### src/source/exc_macros.svh
/*
  exception unit constants
  debug stop register bit positions, exception vector selector codes
  and the layout of the vector table in the fetch address space
*/

`ifndef EXC_MACROS_SVH
`define EXC_MACROS_SVH

//////////////////////////////////////////////////////////////////////////////
// debug stop register bits
//////////////////////////////////////////////////////////////////////////////
`define DSR_IIE   0  // illegal instruction goes to debug
`define DSR_INTE  1  // interrupt goes to debug

//////////////////////////////////////////////////////////////////////////////
// vector selector codes
//////////////////////////////////////////////////////////////////////////////
`define EXC_PC_NO_INCR  2'd0  // no exception redirect
`define EXC_PC_ILLINSN  2'd1  // illegal instruction handler
`define EXC_PC_IRQ      2'd2  // maskable interrupt handler
`define EXC_PC_IRQ_NM   2'd3  // non-maskable interrupt handler

//////////////////////////////////////////////////////////////////////////////
// vector table layout
//////////////////////////////////////////////////////////////////////////////
`define EXC_VEC_BASE    32'h0000_0100  // first table entry
`define EXC_VEC_STRIDE  32'd8          // bytes between entries

`endif

### src/source/exc_pkg.sv
/*
  exception unit types
  shared vector widths for program counters, vector selectors,
  jump kinds and the debug stop register, plus the state decode
  used by the exception controller
*/

package exc_pkg;

  // 32 bit fetch address
  typedef logic [31:0] pc_t;

  // index into the exception vector table
  typedef logic [1:0] exc_vec_sel_t;

  // jump kind of an in-flight instruction, zero means no jump
  typedef logic [1:0] jump_t;

  // debug stop register, iie and inte bits
  typedef logic [1:0] dsr_t;

  // exception reason picked by the decoder
  typedef enum logic [1:0]
  {
    exc_none,     // nothing to do this cycle
    exc_irq,      // interrupt taken
    exc_illinsn   // illegal instruction or stray rfe
  } exc_reason_e;

endpackage

### src/source/exc_controller.sv
/*
  exception controller
  decodes illegal instructions, interrupts and rfe into one exception
  reason per cycle, blocks nesting with a running flag and drives the
  pc redirect, vector selector and epcr save strobes
  events masked by the debug stop register go out as a trap instead
*/

`timescale 1ns/1ps

`include "exc_macros.svh"

module exc_controller
(
  input  logic                 clk,
  input  logic                 rst_n,

  input  logic                 fetch_enable_i,       // core may keep fetching

  // interrupt lines
  input  logic                 irq_i,                // level, maskable
  input  logic                 irq_nm_i,             // level, non-maskable
  input  logic                 irq_enable_i,         // global enable

  // pipeline status
  input  logic                 core_busy_i,
  input  exc_pkg::jump_t       jump_in_id_i,         // jump waiting in id
  input  exc_pkg::jump_t       jump_in_ex_i,         // jump waiting in ex
  input  logic                 illegal_insn_i,       // from decoder
  input  logic                 trap_insn_i,          // software trap in id
  input  logic                 clear_isr_running_i,  // rfe strobe

  // debug side
  input  logic                 dbg_flush_pipe_i,     // halt request
  input  logic                 dbg_st_en_i,          // single step mode
  input  exc_pkg::dsr_t        dsr_i,

  // towards fetch
  output logic                 exc_pc_sel_o,         // take exception pc
  output exc_pkg::exc_vec_sel_t exc_vec_sel_o,
  output logic                 save_pc_if_o,         // epcr <= if pc
  output logic                 save_pc_id_o,         // epcr <= id pc

  output logic                 hwloop_enable_o,
  output logic                 irq_present_o,
  output logic                 exc_pipe_flush_o,     // rfe with fetch off
  output logic                 trap_hit_o
);

  exc_pkg::exc_reason_e exc_reason;

  logic running_q;  // inside a handler
  logic running_d;
  logic no_jump;    // both jump slots empty

  assign irq_present_o   = (irq_i | irq_nm_i) & irq_enable_i;
  assign hwloop_enable_o = ~core_busy_i;  // hw loops only while idle

  assign no_jump = (jump_in_id_i == '0) && (jump_in_ex_i == '0);

  ////////////////////////////////////////////////////////////////////////////
  // trap towards debug
  ////////////////////////////////////////////////////////////////////////////

  // software trap, halt request, single step, or an exception
  // that the dsr hands over to the debug side
  assign trap_hit_o = trap_insn_i
                    | dbg_flush_pipe_i
                    | dbg_st_en_i
                    | (illegal_insn_i & dsr_i[`DSR_IIE])
                    | (irq_present_o & dsr_i[`DSR_INTE] & ~running_q);

  ////////////////////////////////////////////////////////////////////////////
  // reason decoder
  ////////////////////////////////////////////////////////////////////////////

  always_comb
  begin
    exc_reason       = exc_pkg::exc_none;
    exc_pipe_flush_o = 1'b0;

    if (illegal_insn_i)
    begin
      // no handler entry while one is running
      if (!dsr_i[`DSR_IIE] && !running_q)
        exc_reason = exc_pkg::exc_illinsn;
    end
    else if (irq_present_o && !running_q)
    begin
      if (!dsr_i[`DSR_INTE])
        exc_reason = exc_pkg::exc_irq;
    end
    else if (clear_isr_running_i)
    begin
      if (running_q)
        exc_pipe_flush_o = ~fetch_enable_i;  // core goes back to sleep
      else
        exc_reason = exc_pkg::exc_illinsn;   // rfe outside a handler
    end
  end

  ////////////////////////////////////////////////////////////////////////////
  // redirect fsm
  ////////////////////////////////////////////////////////////////////////////

  always_comb
  begin
    running_d     = running_q;
    exc_pc_sel_o  = 1'b0;
    exc_vec_sel_o = `EXC_PC_NO_INCR;
    save_pc_if_o  = 1'b0;
    save_pc_id_o  = 1'b0;

    unique case (exc_reason)
      exc_pkg::exc_irq:
      begin
        // let pending jumps resolve first, retried every cycle
        if (no_jump)
        begin
          exc_pc_sel_o  = 1'b1;
          save_pc_if_o  = 1'b1;  // return to the fetched insn
          exc_vec_sel_o = irq_nm_i ? `EXC_PC_IRQ_NM : `EXC_PC_IRQ;
          running_d     = 1'b1;
        end
      end
      exc_pkg::exc_illinsn:
      begin
        exc_pc_sel_o  = 1'b1;
        save_pc_id_o  = 1'b1;    // return to the faulting insn
        exc_vec_sel_o = `EXC_PC_ILLINSN;
        running_d     = 1'b1;
      end
      default:
      begin
        running_d = running_q;
      end
    endcase
  end

  // running flag, rfe wins over a new entry
  always_ff @(posedge clk or negedge rst_n)
  begin
    if (!rst_n)
      running_q <= 1'b0;
    else if (clear_isr_running_i)
      running_q <= 1'b0;
    else
      running_q <= running_d;
  end

endmodule

### src/source/exc_pc_unit.sv
/*
  exception pc unit
  turns the vector selector into a fetch address inside the vector
  table and keeps the exception pc register, loaded from the if or
  id stage pc when the controller enters a handler
*/

`timescale 1ns/1ps

`include "exc_macros.svh"

module exc_pc_unit
(
  input  logic                  clk,
  input  logic                  rst_n,

  // from the exception controller
  input  exc_pkg::exc_vec_sel_t exc_vec_sel_i,  // table index
  input  logic                  save_pc_if_i,   // interrupt entry
  input  logic                  save_pc_id_i,   // illegal insn entry

  // stage pcs
  input  exc_pkg::pc_t          pc_if_i,
  input  exc_pkg::pc_t          pc_id_i,

  output exc_pkg::pc_t          exc_pc_o,       // handler address
  output exc_pkg::pc_t          epcr_o          // return address
);

  exc_pkg::pc_t vec_offset;  // byte offset into the table
  exc_pkg::pc_t epcr_q;

  ////////////////////////////////////////////////////////////////////////////
  // vector address
  ////////////////////////////////////////////////////////////////////////////

  // selector scaled by the entry stride, widened to a full pc first
  assign vec_offset = exc_pkg::pc_t'(exc_vec_sel_i) * `EXC_VEC_STRIDE;

  // same cycle as the selector, no register on this path
  assign exc_pc_o = `EXC_VEC_BASE + vec_offset;

  ////////////////////////////////////////////////////////////////////////////
  // exception pc register
  ////////////////////////////////////////////////////////////////////////////

  // the controller never raises both strobes in one cycle
  always_ff @(posedge clk or negedge rst_n)
  begin
    if (!rst_n)
    begin
      epcr_q <= '0;
    end
    else if (save_pc_if_i)
    begin
      epcr_q <= pc_if_i;  // interrupt, resume at fetched insn
    end
    else if (save_pc_id_i)
    begin
      epcr_q <= pc_id_i;  // illegal insn, point at the culprit
    end
  end

  assign epcr_o = epcr_q;  // visible one cycle after the strobe

endmodule

### src/source/debug_stop_unit.sv
/*
  debug stop unit
  holds the debug stop register written by the debug port and a
  sticky halted flag, set by a trap from the exception controller
  and cleared by a resume request
*/

`timescale 1ns/1ps

`include "exc_macros.svh"

module debug_stop_unit
(
  input  logic          clk,
  input  logic          rst_n,

  // debug port
  input  logic          dsr_we_i,     // write strobe
  input  exc_pkg::dsr_t dsr_wdata_i,
  input  logic          resume_i,     // leave halt

  input  logic          trap_hit_i,   // from the exception controller

  output exc_pkg::dsr_t dsr_o,
  output logic          halted_o
);

  exc_pkg::dsr_t dsr_q;
  logic          halted_q;

  ////////////////////////////////////////////////////////////////////////////
  // debug stop register
  ////////////////////////////////////////////////////////////////////////////

  always_ff @(posedge clk or negedge rst_n)
  begin
    if (!rst_n)
    begin
      dsr_q <= '0;
    end
    else if (dsr_we_i)
    begin
      dsr_q[`DSR_IIE]  <= dsr_wdata_i[`DSR_IIE];   // illegal insn stop
      dsr_q[`DSR_INTE] <= dsr_wdata_i[`DSR_INTE];  // interrupt stop
    end
  end

  assign dsr_o = dsr_q;

  ////////////////////////////////////////////////////////////////////////////
  // halted flag
  ////////////////////////////////////////////////////////////////////////////

  // a trap in the same cycle as a resume keeps the core halted
  always_ff @(posedge clk or negedge rst_n)
  begin
    if (!rst_n)
      halted_q <= 1'b0;
    else if (trap_hit_i)
      halted_q <= 1'b1;
    else if (resume_i)
      halted_q <= 1'b0;
  end

  assign halted_o = halted_q;

endmodule

### src/source/exc_unit_top.sv
/*
  exception unit top
  exception controller, exception pc unit and debug stop unit of a
  small pipelined core, with fetch, decode and debug transport
  signals brought out as plain ports
*/

`timescale 1ns/1ps

module exc_unit_top
(
  input  logic                  clk,
  input  logic                  rst_n,

  input  logic                  fetch_enable_i,
  input  logic                  irq_i,
  input  logic                  irq_nm_i,
  input  logic                  irq_enable_i,
  input  logic                  core_busy_i,

  // pipeline status
  input  exc_pkg::jump_t        jump_in_id_i,
  input  exc_pkg::jump_t        jump_in_ex_i,
  input  logic                  illegal_insn_i,
  input  logic                  trap_insn_i,
  input  logic                  clear_isr_running_i,  // rfe
  input  exc_pkg::pc_t          pc_if_i,
  input  exc_pkg::pc_t          pc_id_i,

  // debug port
  input  logic                  dbg_flush_pipe_i,
  input  logic                  dbg_st_en_i,
  input  logic                  dbg_dsr_we_i,
  input  exc_pkg::dsr_t         dbg_dsr_wdata_i,
  input  logic                  dbg_resume_i,

  output logic                  exc_pc_sel_o,
  output exc_pkg::pc_t          exc_pc_o,
  output exc_pkg::pc_t          epcr_o,
  output logic                  hwloop_enable_o,
  output logic                  irq_present_o,
  output logic                  exc_pipe_flush_o,
  output logic                  trap_hit_o,
  output logic                  dbg_halted_o,
  output exc_pkg::dsr_t         dsr_o
);

  exc_pkg::exc_vec_sel_t exc_vec_sel;  // controller to pc unit
  logic                  save_pc_if;
  logic                  save_pc_id;

  ////////////////////////////////////////////////////////////////////////////
  // exception controller
  ////////////////////////////////////////////////////////////////////////////

  exc_controller u_exc_controller
  (
    .clk                 (clk),
    .rst_n               (rst_n),
    .fetch_enable_i      (fetch_enable_i),
    .irq_i               (irq_i),
    .irq_nm_i            (irq_nm_i),
    .irq_enable_i        (irq_enable_i),
    .core_busy_i         (core_busy_i),
    .jump_in_id_i        (jump_in_id_i),
    .jump_in_ex_i        (jump_in_ex_i),
    .illegal_insn_i      (illegal_insn_i),
    .trap_insn_i         (trap_insn_i),
    .clear_isr_running_i (clear_isr_running_i),
    .dbg_flush_pipe_i    (dbg_flush_pipe_i),
    .dbg_st_en_i         (dbg_st_en_i),
    .dsr_i               (dsr_o),         // from the debug stop unit
    .exc_pc_sel_o        (exc_pc_sel_o),
    .exc_vec_sel_o       (exc_vec_sel),
    .save_pc_if_o        (save_pc_if),
    .save_pc_id_o        (save_pc_id),
    .hwloop_enable_o     (hwloop_enable_o),
    .irq_present_o       (irq_present_o),
    .exc_pipe_flush_o    (exc_pipe_flush_o),
    .trap_hit_o          (trap_hit_o)
  );

  ////////////////////////////////////////////////////////////////////////////
  // vector address and epcr
  ////////////////////////////////////////////////////////////////////////////

  exc_pc_unit u_exc_pc_unit
  (
    .clk           (clk),
    .rst_n         (rst_n),
    .exc_vec_sel_i (exc_vec_sel),
    .save_pc_if_i  (save_pc_if),
    .save_pc_id_i  (save_pc_id),
    .pc_if_i       (pc_if_i),
    .pc_id_i       (pc_id_i),
    .exc_pc_o      (exc_pc_o),
    .epcr_o        (epcr_o)
  );

  // dsr and halt state
  debug_stop_unit u_debug_stop_unit
  (
    .clk         (clk),
    .rst_n       (rst_n),
    .dsr_we_i    (dbg_dsr_we_i),
    .dsr_wdata_i (dbg_dsr_wdata_i),
    .resume_i    (dbg_resume_i),
    .trap_hit_i  (trap_hit_o),  // trap from the controller
    .dsr_o       (dsr_o),
    .halted_o    (dbg_halted_o)
  );

endmodule

### config.mk
export PLATFORM = sky130hd
export DESIGN_NAME = exc_unit_top
export DESIGN_NICKNAME = d
export VERILOG_FILES = /design/src/source/exc_pkg.sv /design/src/source/exc_controller.sv /design/src/source/exc_pc_unit.sv /design/src/source/debug_stop_unit.sv /design/src/source/exc_unit_top.sv
export VERILOG_INCLUDE_DIRS = /design/src /design/src/source
export SDC_FILE = /design/constraint.sdc
export NUM_CORES = 1
export LEC_CHECK = 0
export BUFFER_PORTS_ARGS = -buffer_cell sky130_fd_sc_hd__buf_2
export CORE_ASPECT_RATIO = 1.25
export CORE_MARGIN = 1.5
export CORE_UTILIZATION = 45
export CTS_BUF_LIST = sky130_fd_sc_hd__clkbuf_16
export DETAILED_ROUTE_END_ITERATION = 8
export PLACE_DENSITY_LB_ADDON = 0.2
export RECOVER_POWER = 25
export SYNTH_ARGS = -nofsm -noshare
export SYNTH_HDL_FRONTEND = slang
export SYNTH_SLANG_ARGS = --single-unit
### constraint.sdc
create_clock -name clk -period 3.2 [get_ports clk]
set_clock_uncertainty 0.05 [all_clocks]
set_input_delay 0.32 -clock clk [delete_from_list [all_inputs] [get_ports clk]]
set_output_delay 0.32 -clock clk [all_outputs]
set_load 0.02 [all_outputs]
# == After elaboration in Yosys (flattened, before gate mapping) ==
# Cells that the tools add are included.
# classes
add_sub_neg,1
eq_ne,3
mux,24
n_bitwise,12
reduce_logical,11
# op_table
op,n
32-bit 2-to-1 mux,2
1-bit 2-to-1 mux,13
2-bit 2-to-1 mux,6
"9-bit by 5-bit adder with 10-bit output, first input constant",1
1-bit bitwise OR,5
1-bit bitwise AND,4
2-bit zero test,2
1-bit case mux with 2 select lines,2
2-bit case mux with 2 select lines,1
2-bit nonzero test,2
1-bit logical AND,3
"3-bit by 2-bit inequality test with 1-bit output, second input constant",1
1-bit NOT,3
3-bit nonzero test,1
"2-bit by 1-bit == test with 1-bit output, second input constant",1
"2-bit == test, second input constant",1
1-bit zero test,2
2-bit AND reduction,1
# word_totals
regBits,36

# == Logic depth before layout (Yosys ltp) ==
# Gate-level depths: netlist (run 1).
# depth
word_depth,9
depth_mapped,8
ltp_nobuf,7

# == By module ==
# A second synthesis (run 1) with hierarchy kept.
# unflattened
cells_unflattened,208
area_unflattened_um2,2080.7
# by_module_without_submodules
module,n_inst,cells_per_inst,area_per_inst_um2,seq_area_each_um2
exc_pc_unit,1,173,1762.9,800.8
exc_controller,1,28,209.0,25.0
debug_stop_unit,1,7,108.9,75.1

# == Worst setup path before layout (run 1) ==
# No wires, ideal clock.
# synth_path
path_type,input -> register
start,in irq_i
end,reg u_exc_pc_unit.epcr_q[10] (netlist: u_exc_pc_unit.epcr_o[10])
setup_ns,0.125
arrival_ns,2.060
t_required_ns,3.025
slack_ns,0.965
stages,8
path_buffers,2
path_cell_list,o21a_1 > nand2b_1 > or3_1 > ha_1 > buf_2 > buf_2 > mux2_2 > mux2_4
# synth_between
elab_chain_len,8
word_cells_on_any_way,11
cone_classes,eq/ne (2); mux (5); bitwise (2); reduce/logical (2)
# synth_rtl
element,line,rtl
"start, declared",exc_unit_top.sv:16,"input logic irq_i,"
1-bit bitwise OR *,exc_controller.sv:56,assign irq_present_o = (irq_i | irq_nm_i) & irq_enable_i;
1-bit bitwise AND *,exc_controller.sv:56,
1-bit logical AND *,exc_controller.sv:88,else if (irq_present_o && !running_q)
2-bit 2-to-1 mux *,exc_controller.sv:88,
2-bit 2-to-1 mux *,exc_controller.sv:82,if (illegal_insn_i)
2-bit by 1-bit == test with 1-bit output or 2-bit == test (tied branches),exc_controller.sv:114,unique case (exc_reason)
1-bit 2-to-1 mux,exc_controller.sv:114,
32-bit 2-to-1 mux or 2-bit nonzero test (tied branches),-,
"end signal, assigned",exc_pc_unit.sv:56,epcr_q <= pc_if_i;
"end signal, assigned",exc_pc_unit.sv:60,epcr_q <= pc_id_i;
"end, declared",exc_pc_unit.sv:31,exc_pkg::pc_t epcr_q;
# Mark *: on every way between the ends. The rest lies on a longest branch, timed or not.
# A chain may end at the register's enable or synchronous reset.

# == Worst setup path after layout (run 1) ==
# layout_path
start,reg u_exc_controller.running_q
end,out exc_pc_o[4]
# layout_between
elab_chain_len,7
word_cells_on_any_way,12
cone_classes,add/sub (1); eq/ne (2); mux (6); reduce/logical (3)
# layout_rtl
element,line,rtl
"start, declared",exc_controller.sv:52,logic running_q;
"start signal, assigned",exc_controller.sv:148,running_q <= running_d;
2-bit 2-to-1 mux or 1-bit zero test (tied branches),"exc_controller.sv:95, exc_controller.sv:85, exc_controller.sv:88",
2-bit 2-to-1 mux (tied with other cells),exc_controller.sv:93,else if (clear_isr_running_i)
"2-bit 2-to-1 mux, on equally long branches","exc_controller.sv:88, exc_controller.sv:85",
2-bit 2-to-1 mux *,exc_controller.sv:82,
2-bit == test or 2-bit by 1-bit == test with 1-bit output (tied branches),exc_controller.sv:114,
2-bit case mux with 2 select lines *,exc_controller.sv:114,
9-bit by 5-bit adder with 10-bit output (no line) *,-,
"end, declared",exc_unit_top.sv:38,"output exc_pkg::pc_t exc_pc_o,"
# Marks and branches as above.

==> results by group, run 1 <==
Route
  • DR iter-0 viols: 39
  • Post-Route WL: 4490 µm
  • Remaining antenna violation count: 0
  • Via Count: 1,606
  • DR DRC count: 0
  • Routed wire per std cell: 12.6 µm
  • Pre-antenna DRT Iters: 4
  • Via density: 4.52

Timing
  • Slew headroom: -0.270
  • TNS Setup: 0 ns
  • RSZ-0062 raised after global routing: false
  • Max Slew Vio Count: 37
  • Final Worst Setup Slack: 0.756 ns
  • Final hold vios: 0
  • Worst-Margin Slew: 1.90 ns
  • Final setup vio count: 0
  • Fin crit period: 2.44 ns
  • FMAX: about 0.41 GHz
  • Final period util: 0.764

Global route
  • GRT overflow: 0
  • Antenna violations before repair: 0
  • First-pass GRT wire length: 6750 µm
  • Number of global-route vias before repair: 1,516
  • Largest net degree at the start of global routing: 37
  • Tot GR Track Use: 0.163

CTS
  • Cts bufs inserted: 5
  • H-tree levels: 2
  • Worst-Skew Late Latency: roughly 0.27 ns
  • TritonCTS clock tree: built
  • Post-CTS resize count: 0
  • TritonCTS Sinks: 36
  • # Post-CTS Setup Buffers: 0
  • Clock-pin transition on the worst setup and hold timing paths: around 0.05 ns
  • Hold-fix buffers at CTS: 0
  • CTS root buf: clkbuf_16
  • Max Buffers Root-to-Sink: 2

Die
  • # IOs: approximately 160
  • Die Y: 81.6 µm
  • Row count: 28
  • Die X: 65.9 µm
  • Total core area: ~0.0047 mm²
  • Starting Density: 0.470
  • Die footprint: 0.00537 mm²

Logic synthesis
  • Ys flop type: dfrtp_1
  • Top cells by area, synth: dfrtp_1, mux2_4, mux2_2
  • Largest area contributor in the netlist: dfrtp_1
  • Sequential share of the synthesized area: 0.405
  • Syn Std Cell Area: 0.00222 mm²
  • Share of the synthesized area in the top cell type: 0.405
  • Post-synth top cells: mux2_2, dfrtp_1, buf_4
  • Netlist cell types: 25
  • Asr flop ratio synth: 1.00
  • EDFF count, synth: 0
  • Cell count after synthesis: 169
  • Syn Area/Cell: 13.1 µm²
  • Most common cell in the netlist: mux2_2
  • Seq cells post-synth: 36
  • Number of synthesis warnings: 0

Cells and area
  • Fin cells: 355
  • Share of cells above drive strength 1: 0.681
  • Nets@finish: 380
  • N_diodes: 0
  • Fill count: 423
  • Layout Area Growth over Synthesis: 30.6%
  • Post-layout util: 0.613

Setup path
  • Worst EP required: 2.83 ns
  • Peak fanout along the critical path: 34
  • Crit start category: flip-flop
  • CP Class: reg -> out
  • Critical Path Sink Type: output pin
  • CP arrival: around 2.1 ns

Pwr
  • PwrDens: 626 mW/mm²
  • VDD IR max: 0.318 mV
  • Leak: about 1.6 nW

Place
  • Worst slack, placed: between 0.9 and 1 ns
  • Placed cells: 347
  • Final HPWL DP: around 3500 µm
  • RePlAce Congestion: 0.758
  • I/O Buffers: approximately 130

Run
  • Max cap viols: 1

Hold path
  • Hold Path Class: in -> reg

Status
  • Failing checks: capacitance limit, slew limit
  • Outcome: complete, but fails checks
final cells by class:
| type | count | area (µm²) | area share |
|---|---|---|---|
| multi-input combinational | 119 | 1130 | 0.389 |
| sequential | 36 | 901 | 0.310 |
| timing repair buffer | 127 | 639 | 0.220 |
| clock buffer | 5 | 125 | 0.0431 |
| tap | 60 | 75.1 | 0.0259 |
| inverter | 5 | 18.8 | 0.00647 |
| clock inverter | 3 | 13.8 | 0.00474 |
worst max-delay path, cell delays in order, from the launching register on:
cell and delay (ns):
dfrtp_1 0.42, nor3b_1 0.32, a31oi_1 0.08, ha_1 0.26, nand2_4 0.48, inv_1 0.08
buf_2 0.17
per-stage QoR:
step           hold slack (ns)  cell area [µm²]  power [mW]
2_1_floorplan          -0.0256             2330        1.18
3_3_place_gp             0.405             2760        1.37
3_5_place_dp             0.406             2760        1.38
4_1_cts                  0.119             2900        1.84
5_1_grt                  0.198             2900        1.92
6_report                 0.195             2900        1.82
cells by family after synthesis:
kind of cell / share of synthesized area
and+or+nand+nor: 0.0372
AOI/OAI and AO/OA: 0.0321
DFF: 0.405
muxes: 0.377
adders and majority gates: 0.0113
other: 0.00338
buffers and inverters: 0.134
where the power goes:
group	leakage, nW	internal (mW)	switching [mW]
sequential	0.420	0.577	0.0611
clock	0.0710	0.282	0.164
combinational	1.11	0.375	0.358
metal layers:
| metal | routed length [µm] | part of all wire | up-vias | global-route usage |
|---|---|---|---|---|
| met5 | 0 | 0 | - | 0 |
| met2 | 2200 | 0.49 | 81 | 0.286 |
| li1 | - | - | 778 | - |
| met4 | 31 | 0.0069 | 0 | 0.0500 |
| met1 | 1840 | 0.41 | 745 | 0.191 |
| met3 | 417 | 0.093 | 2 | 0.0479 |
state kept, by name, summed over array words and instances (netlist names):
signal	count
u_debug_stop_unit.dsr_o	2
u_exc_controller.running_q	1
u_debug_stop_unit.halted_o	1
u_exc_pc_unit.epcr_o	32
worst paths after layout:
path | startpoint | endpoint | slack (ns) | depth (start not counted)
max | u_exc_controller.running_q | exc_pc_o[4] | 0.76 | 6
min | clear_isr_running_i | u_exc_controller.running_q | 0.19 | 2
max reg2reg | u_exc_controller.running_q | u_exc_pc_unit.epcr_o[22] | 1.05 | 6
min reg2reg | u_debug_stop_unit.dsr_o[0] | u_debug_stop_unit.dsr_o[0] | 0.52 | 1
max in group asynchronous | rst_n | u_exc_pc_unit.epcr_o[23] | 1.48 | 1
min in group asynchronous | rst_n | u_exc_pc_unit.epcr_o[3] | 0.53 | 1
cells in the final DEF, fill, tap and decap left out, drive strengths merged:
cell type	n
buf	126
mux2	65
dfrtp	36
conb	30
clkbuf	6
inv	5
nor2	3
a21oi	3
clkinv	3
a31oi	2
o21ai	2
ha	2
nand2	2
o21a	1
nand2b	1
or3	1
nor3	1
nor3b	1
a31o	1
nor4	1
a2111oi	1
nor4bb	1
o221ai	1
Power figures use the tool's default switching activity.
==> run 2, diff against run 1 <==
- CORE_UTILIZATION: 45 -> 41
- clock period: 3.2 -> 2.45 ns (I/O delays scaled with it)
==> run 2 against run 1 <==
  * The flow still finishes with violations (capacitance limit, slew limit)
  * Combinational power up 31%
  * Utilization down 4.4 points
  * Wire length up 1.9%
  * Clock power up 31%
  * Design area up 1.1%
  * Flip-flop and latch count unchanged
  * Worst setup slack worse by 0.63 ns
  * Critical path depth up 1
  * Sequential share of layout area down 0.33 points
  * Worst hold slack worse by 0.064 ns
  * Total power up 31%
  * Count of clock-buffer cells in the layout unchanged
  * Critical endpoint is now exc_pc_o[3]
  * Largest cell class unchanged
  * Largest power group unchanged
==> results by group, run 2 (synthesis gave the netlist of run 1 again) <==
Setup path
  • Worst reg2reg startpoint: u_exc_controller.running_q
  • CP arrival: 2.02 ns
  • Worst EP required: 2.15 ns
  • Critical Path Sink Type: output pin
  • CP Class: reg -> out
  • Reg2Reg Setup Slack: 0.32 ns
  • Crit start category: flip-flop
  • CP startpoint: u_exc_controller.running_q
  • R2R cell count: 6
  • Peak fanout along the critical path: 20
  • Worst R2R End: u_exc_pc_unit.epcr_o[22]

CTS
  • Worst-Skew Late Latency: 0.27 ns
  • Max Buffers Root-to-Sink: 2
  • Post-CTS resize count: 0
  • Hold-fix buffers at CTS: 0
  • CTS root buf: clkbuf_16
  • TritonCTS clock tree: built
  • TritonCTS Sinks: 36
  • Cts bufs inserted: 5
  • H-tree levels: 2
  • # Post-CTS Setup Buffers: 0
  • Clock-pin transition on the worst setup and hold timing paths: 0.05 ns

Die
  • Die footprint: 0.00587 mm²
  • Starting Density: 0.431
  • # IOs: around 160
  • Total core area: approximately 0.0052 mm²
  • Die Y: 85.3 µm
  • Die X: 68.8 µm
  • Row count: 29

Cells and area
  • Nets@finish: 382
  • Most frequent cells in the layout: buf_2, mux2_2, dfrtp_1
  • Share of cells above drive strength 1: 0.686
  • Most common cell after layout, fill and taps aside: buf_2
  • Max FFs per register: 32
  • Layout Area Growth over Synthesis: 32.0%
  • N_diodes: 0

Global route
  • Number of global-route vias before repair: 1,658
  • Largest net degree at the start of global routing: 37
  • Antenna violations before repair: 0
  • First-pass GRT wire length: 7310 µm
  • Tot GR Track Use: 0.164
  • GRT overflow: 0

Route
  • Via density: between 4 and 5
  • Post-Route WL: 4570 µm
  • Via Count: about 1,600
  • Pre-antenna DRT Iters: 4
  • DR iter-0 viols: 62
  • Remaining antenna violation count: 0
  • Routed wire per std cell: 12.8 µm
  • DR DRC count: 0

Place
  • I/O Buffers: 125
  • Final HPWL DP: 3530 µm
  • RePlAce Congestion: between 0.7 and 0.8

Pwr
  • VDD IR max: 0.333 mV
  • PwrDens: 810 mW/mm²
  • Clock Power Share: 0.247
  • Sequential share of power: 0.349
  • P_sw: about 0.77 mW
  • Switching Fraction: 0.323
  • P_int: around 1.6 mW
  • Leak: between 1.5 and 2 nW
  • Comb pwr share: 0.404

Hold path
  • Worst hold stages: 2
  • Hold Path Class: in -> reg
  • WHS Endpoint: u_exc_controller.running_q
  • Worst Hold Launch: clear_isr_running_i

Timing
  • Worst-Margin Slew: around 2 ns
  • Slew headroom: -0.320
  • Final hold vios: 0
  • Hold Slack: 0.131 ns
  • TNS Setup: 0 ns
  • Final setup vio count: 0
  • Fin crit period: 2.32 ns
  • Max Slew Vio Count: 37
  • RSZ-0062 raised after global routing: false
  • FMAX: 0.431 GHz
  • Final period util: 0.947

Status
  • Failing checks: capacitance limit, slew limit
  • Outcome: complete, but fails checks

Run
  • Max cap viols: 1
## run 2: cell types whose count changed in the layout (fill, tap and decap cells not counted)
cell and delta:
clkinv_2 -1, nand2b_1 -1, buf_6 +1, inv_1 +1
nand2b_2 +1, clkinv_1 -1, buf_12 +1
## run 2: worst max-delay path, cell delays in order, from the launching register on
cell and delay (ns):
dfrtp_1 0.41, nand2b_2 0.23, or3_1 0.33, ha_1 0.23
buf_6 0.17, a31oi_1 0.14, nor2_1 0.07, buf_2 0.16
## run 2: worst max path at each step
stage,to,slack (ns),cells past startpoint
2_1_floorplan,u_exc_pc_unit.epcr_o[10],0.29,8
3_3_place_gp,u_exc_pc_unit.epcr_o[21],0.32,6
3_5_place_dp,u_exc_pc_unit.epcr_o[16],0.30,6
4_1_cts,exc_pc_o[3],0.06,7
5_1_grt,exc_pc_o[3],0.03,7
6_report,exc_pc_o[3],0.13,7
## run 2: cell type report
cell class                 instances  area [µm²]
fill                             455        2220
multi-input combinational        119        1130
sequential                        36         901
timing repair buffer             129         671
clock buffer                       5         125
tap                               62        77.6
inverter                           5        18.8
clock inverter                     2        8.76
## run 2: through the flow
step,instances,worst slack [ns],cell area (µm²),util,power (mW)
2_1_floorplan,197,0.290,2330,-,1.54
3_3_place_gp,351,0.324,2790,0.542,1.79
3_5_place_dp,351,0.299,2790,0.542,1.80
4_1_cts,358,0.0648,2930,0.568,2.40
5_1_grt,358,0.0329,2930,0.569,2.52
6_report,358,0.131,2930,0.569,2.38
## run 2: per-layer routing
layer / wire length, µm / global-route usage / vias up
met5: 0 / 0 / -
met4: 51 / 0.0481 / 0
met3: 415 / 0.0464 / 5
met2: 2320 / 0.286 / 95
met1: 1780 / 0.191 / 732
li1: - / - / 783
## run 2: power groups by stage
stage,Clock (mW),Sequential [mW],Combinational (mW)
after global placement,0,0.838,0.952
after floorplan,0,1.04,0.504
after detailed placement,0,0.839,0.965
after CTS,0.604,0.831,0.968
final,0.586,0.830,0.960
after global routing,0.626,0.856,1.04
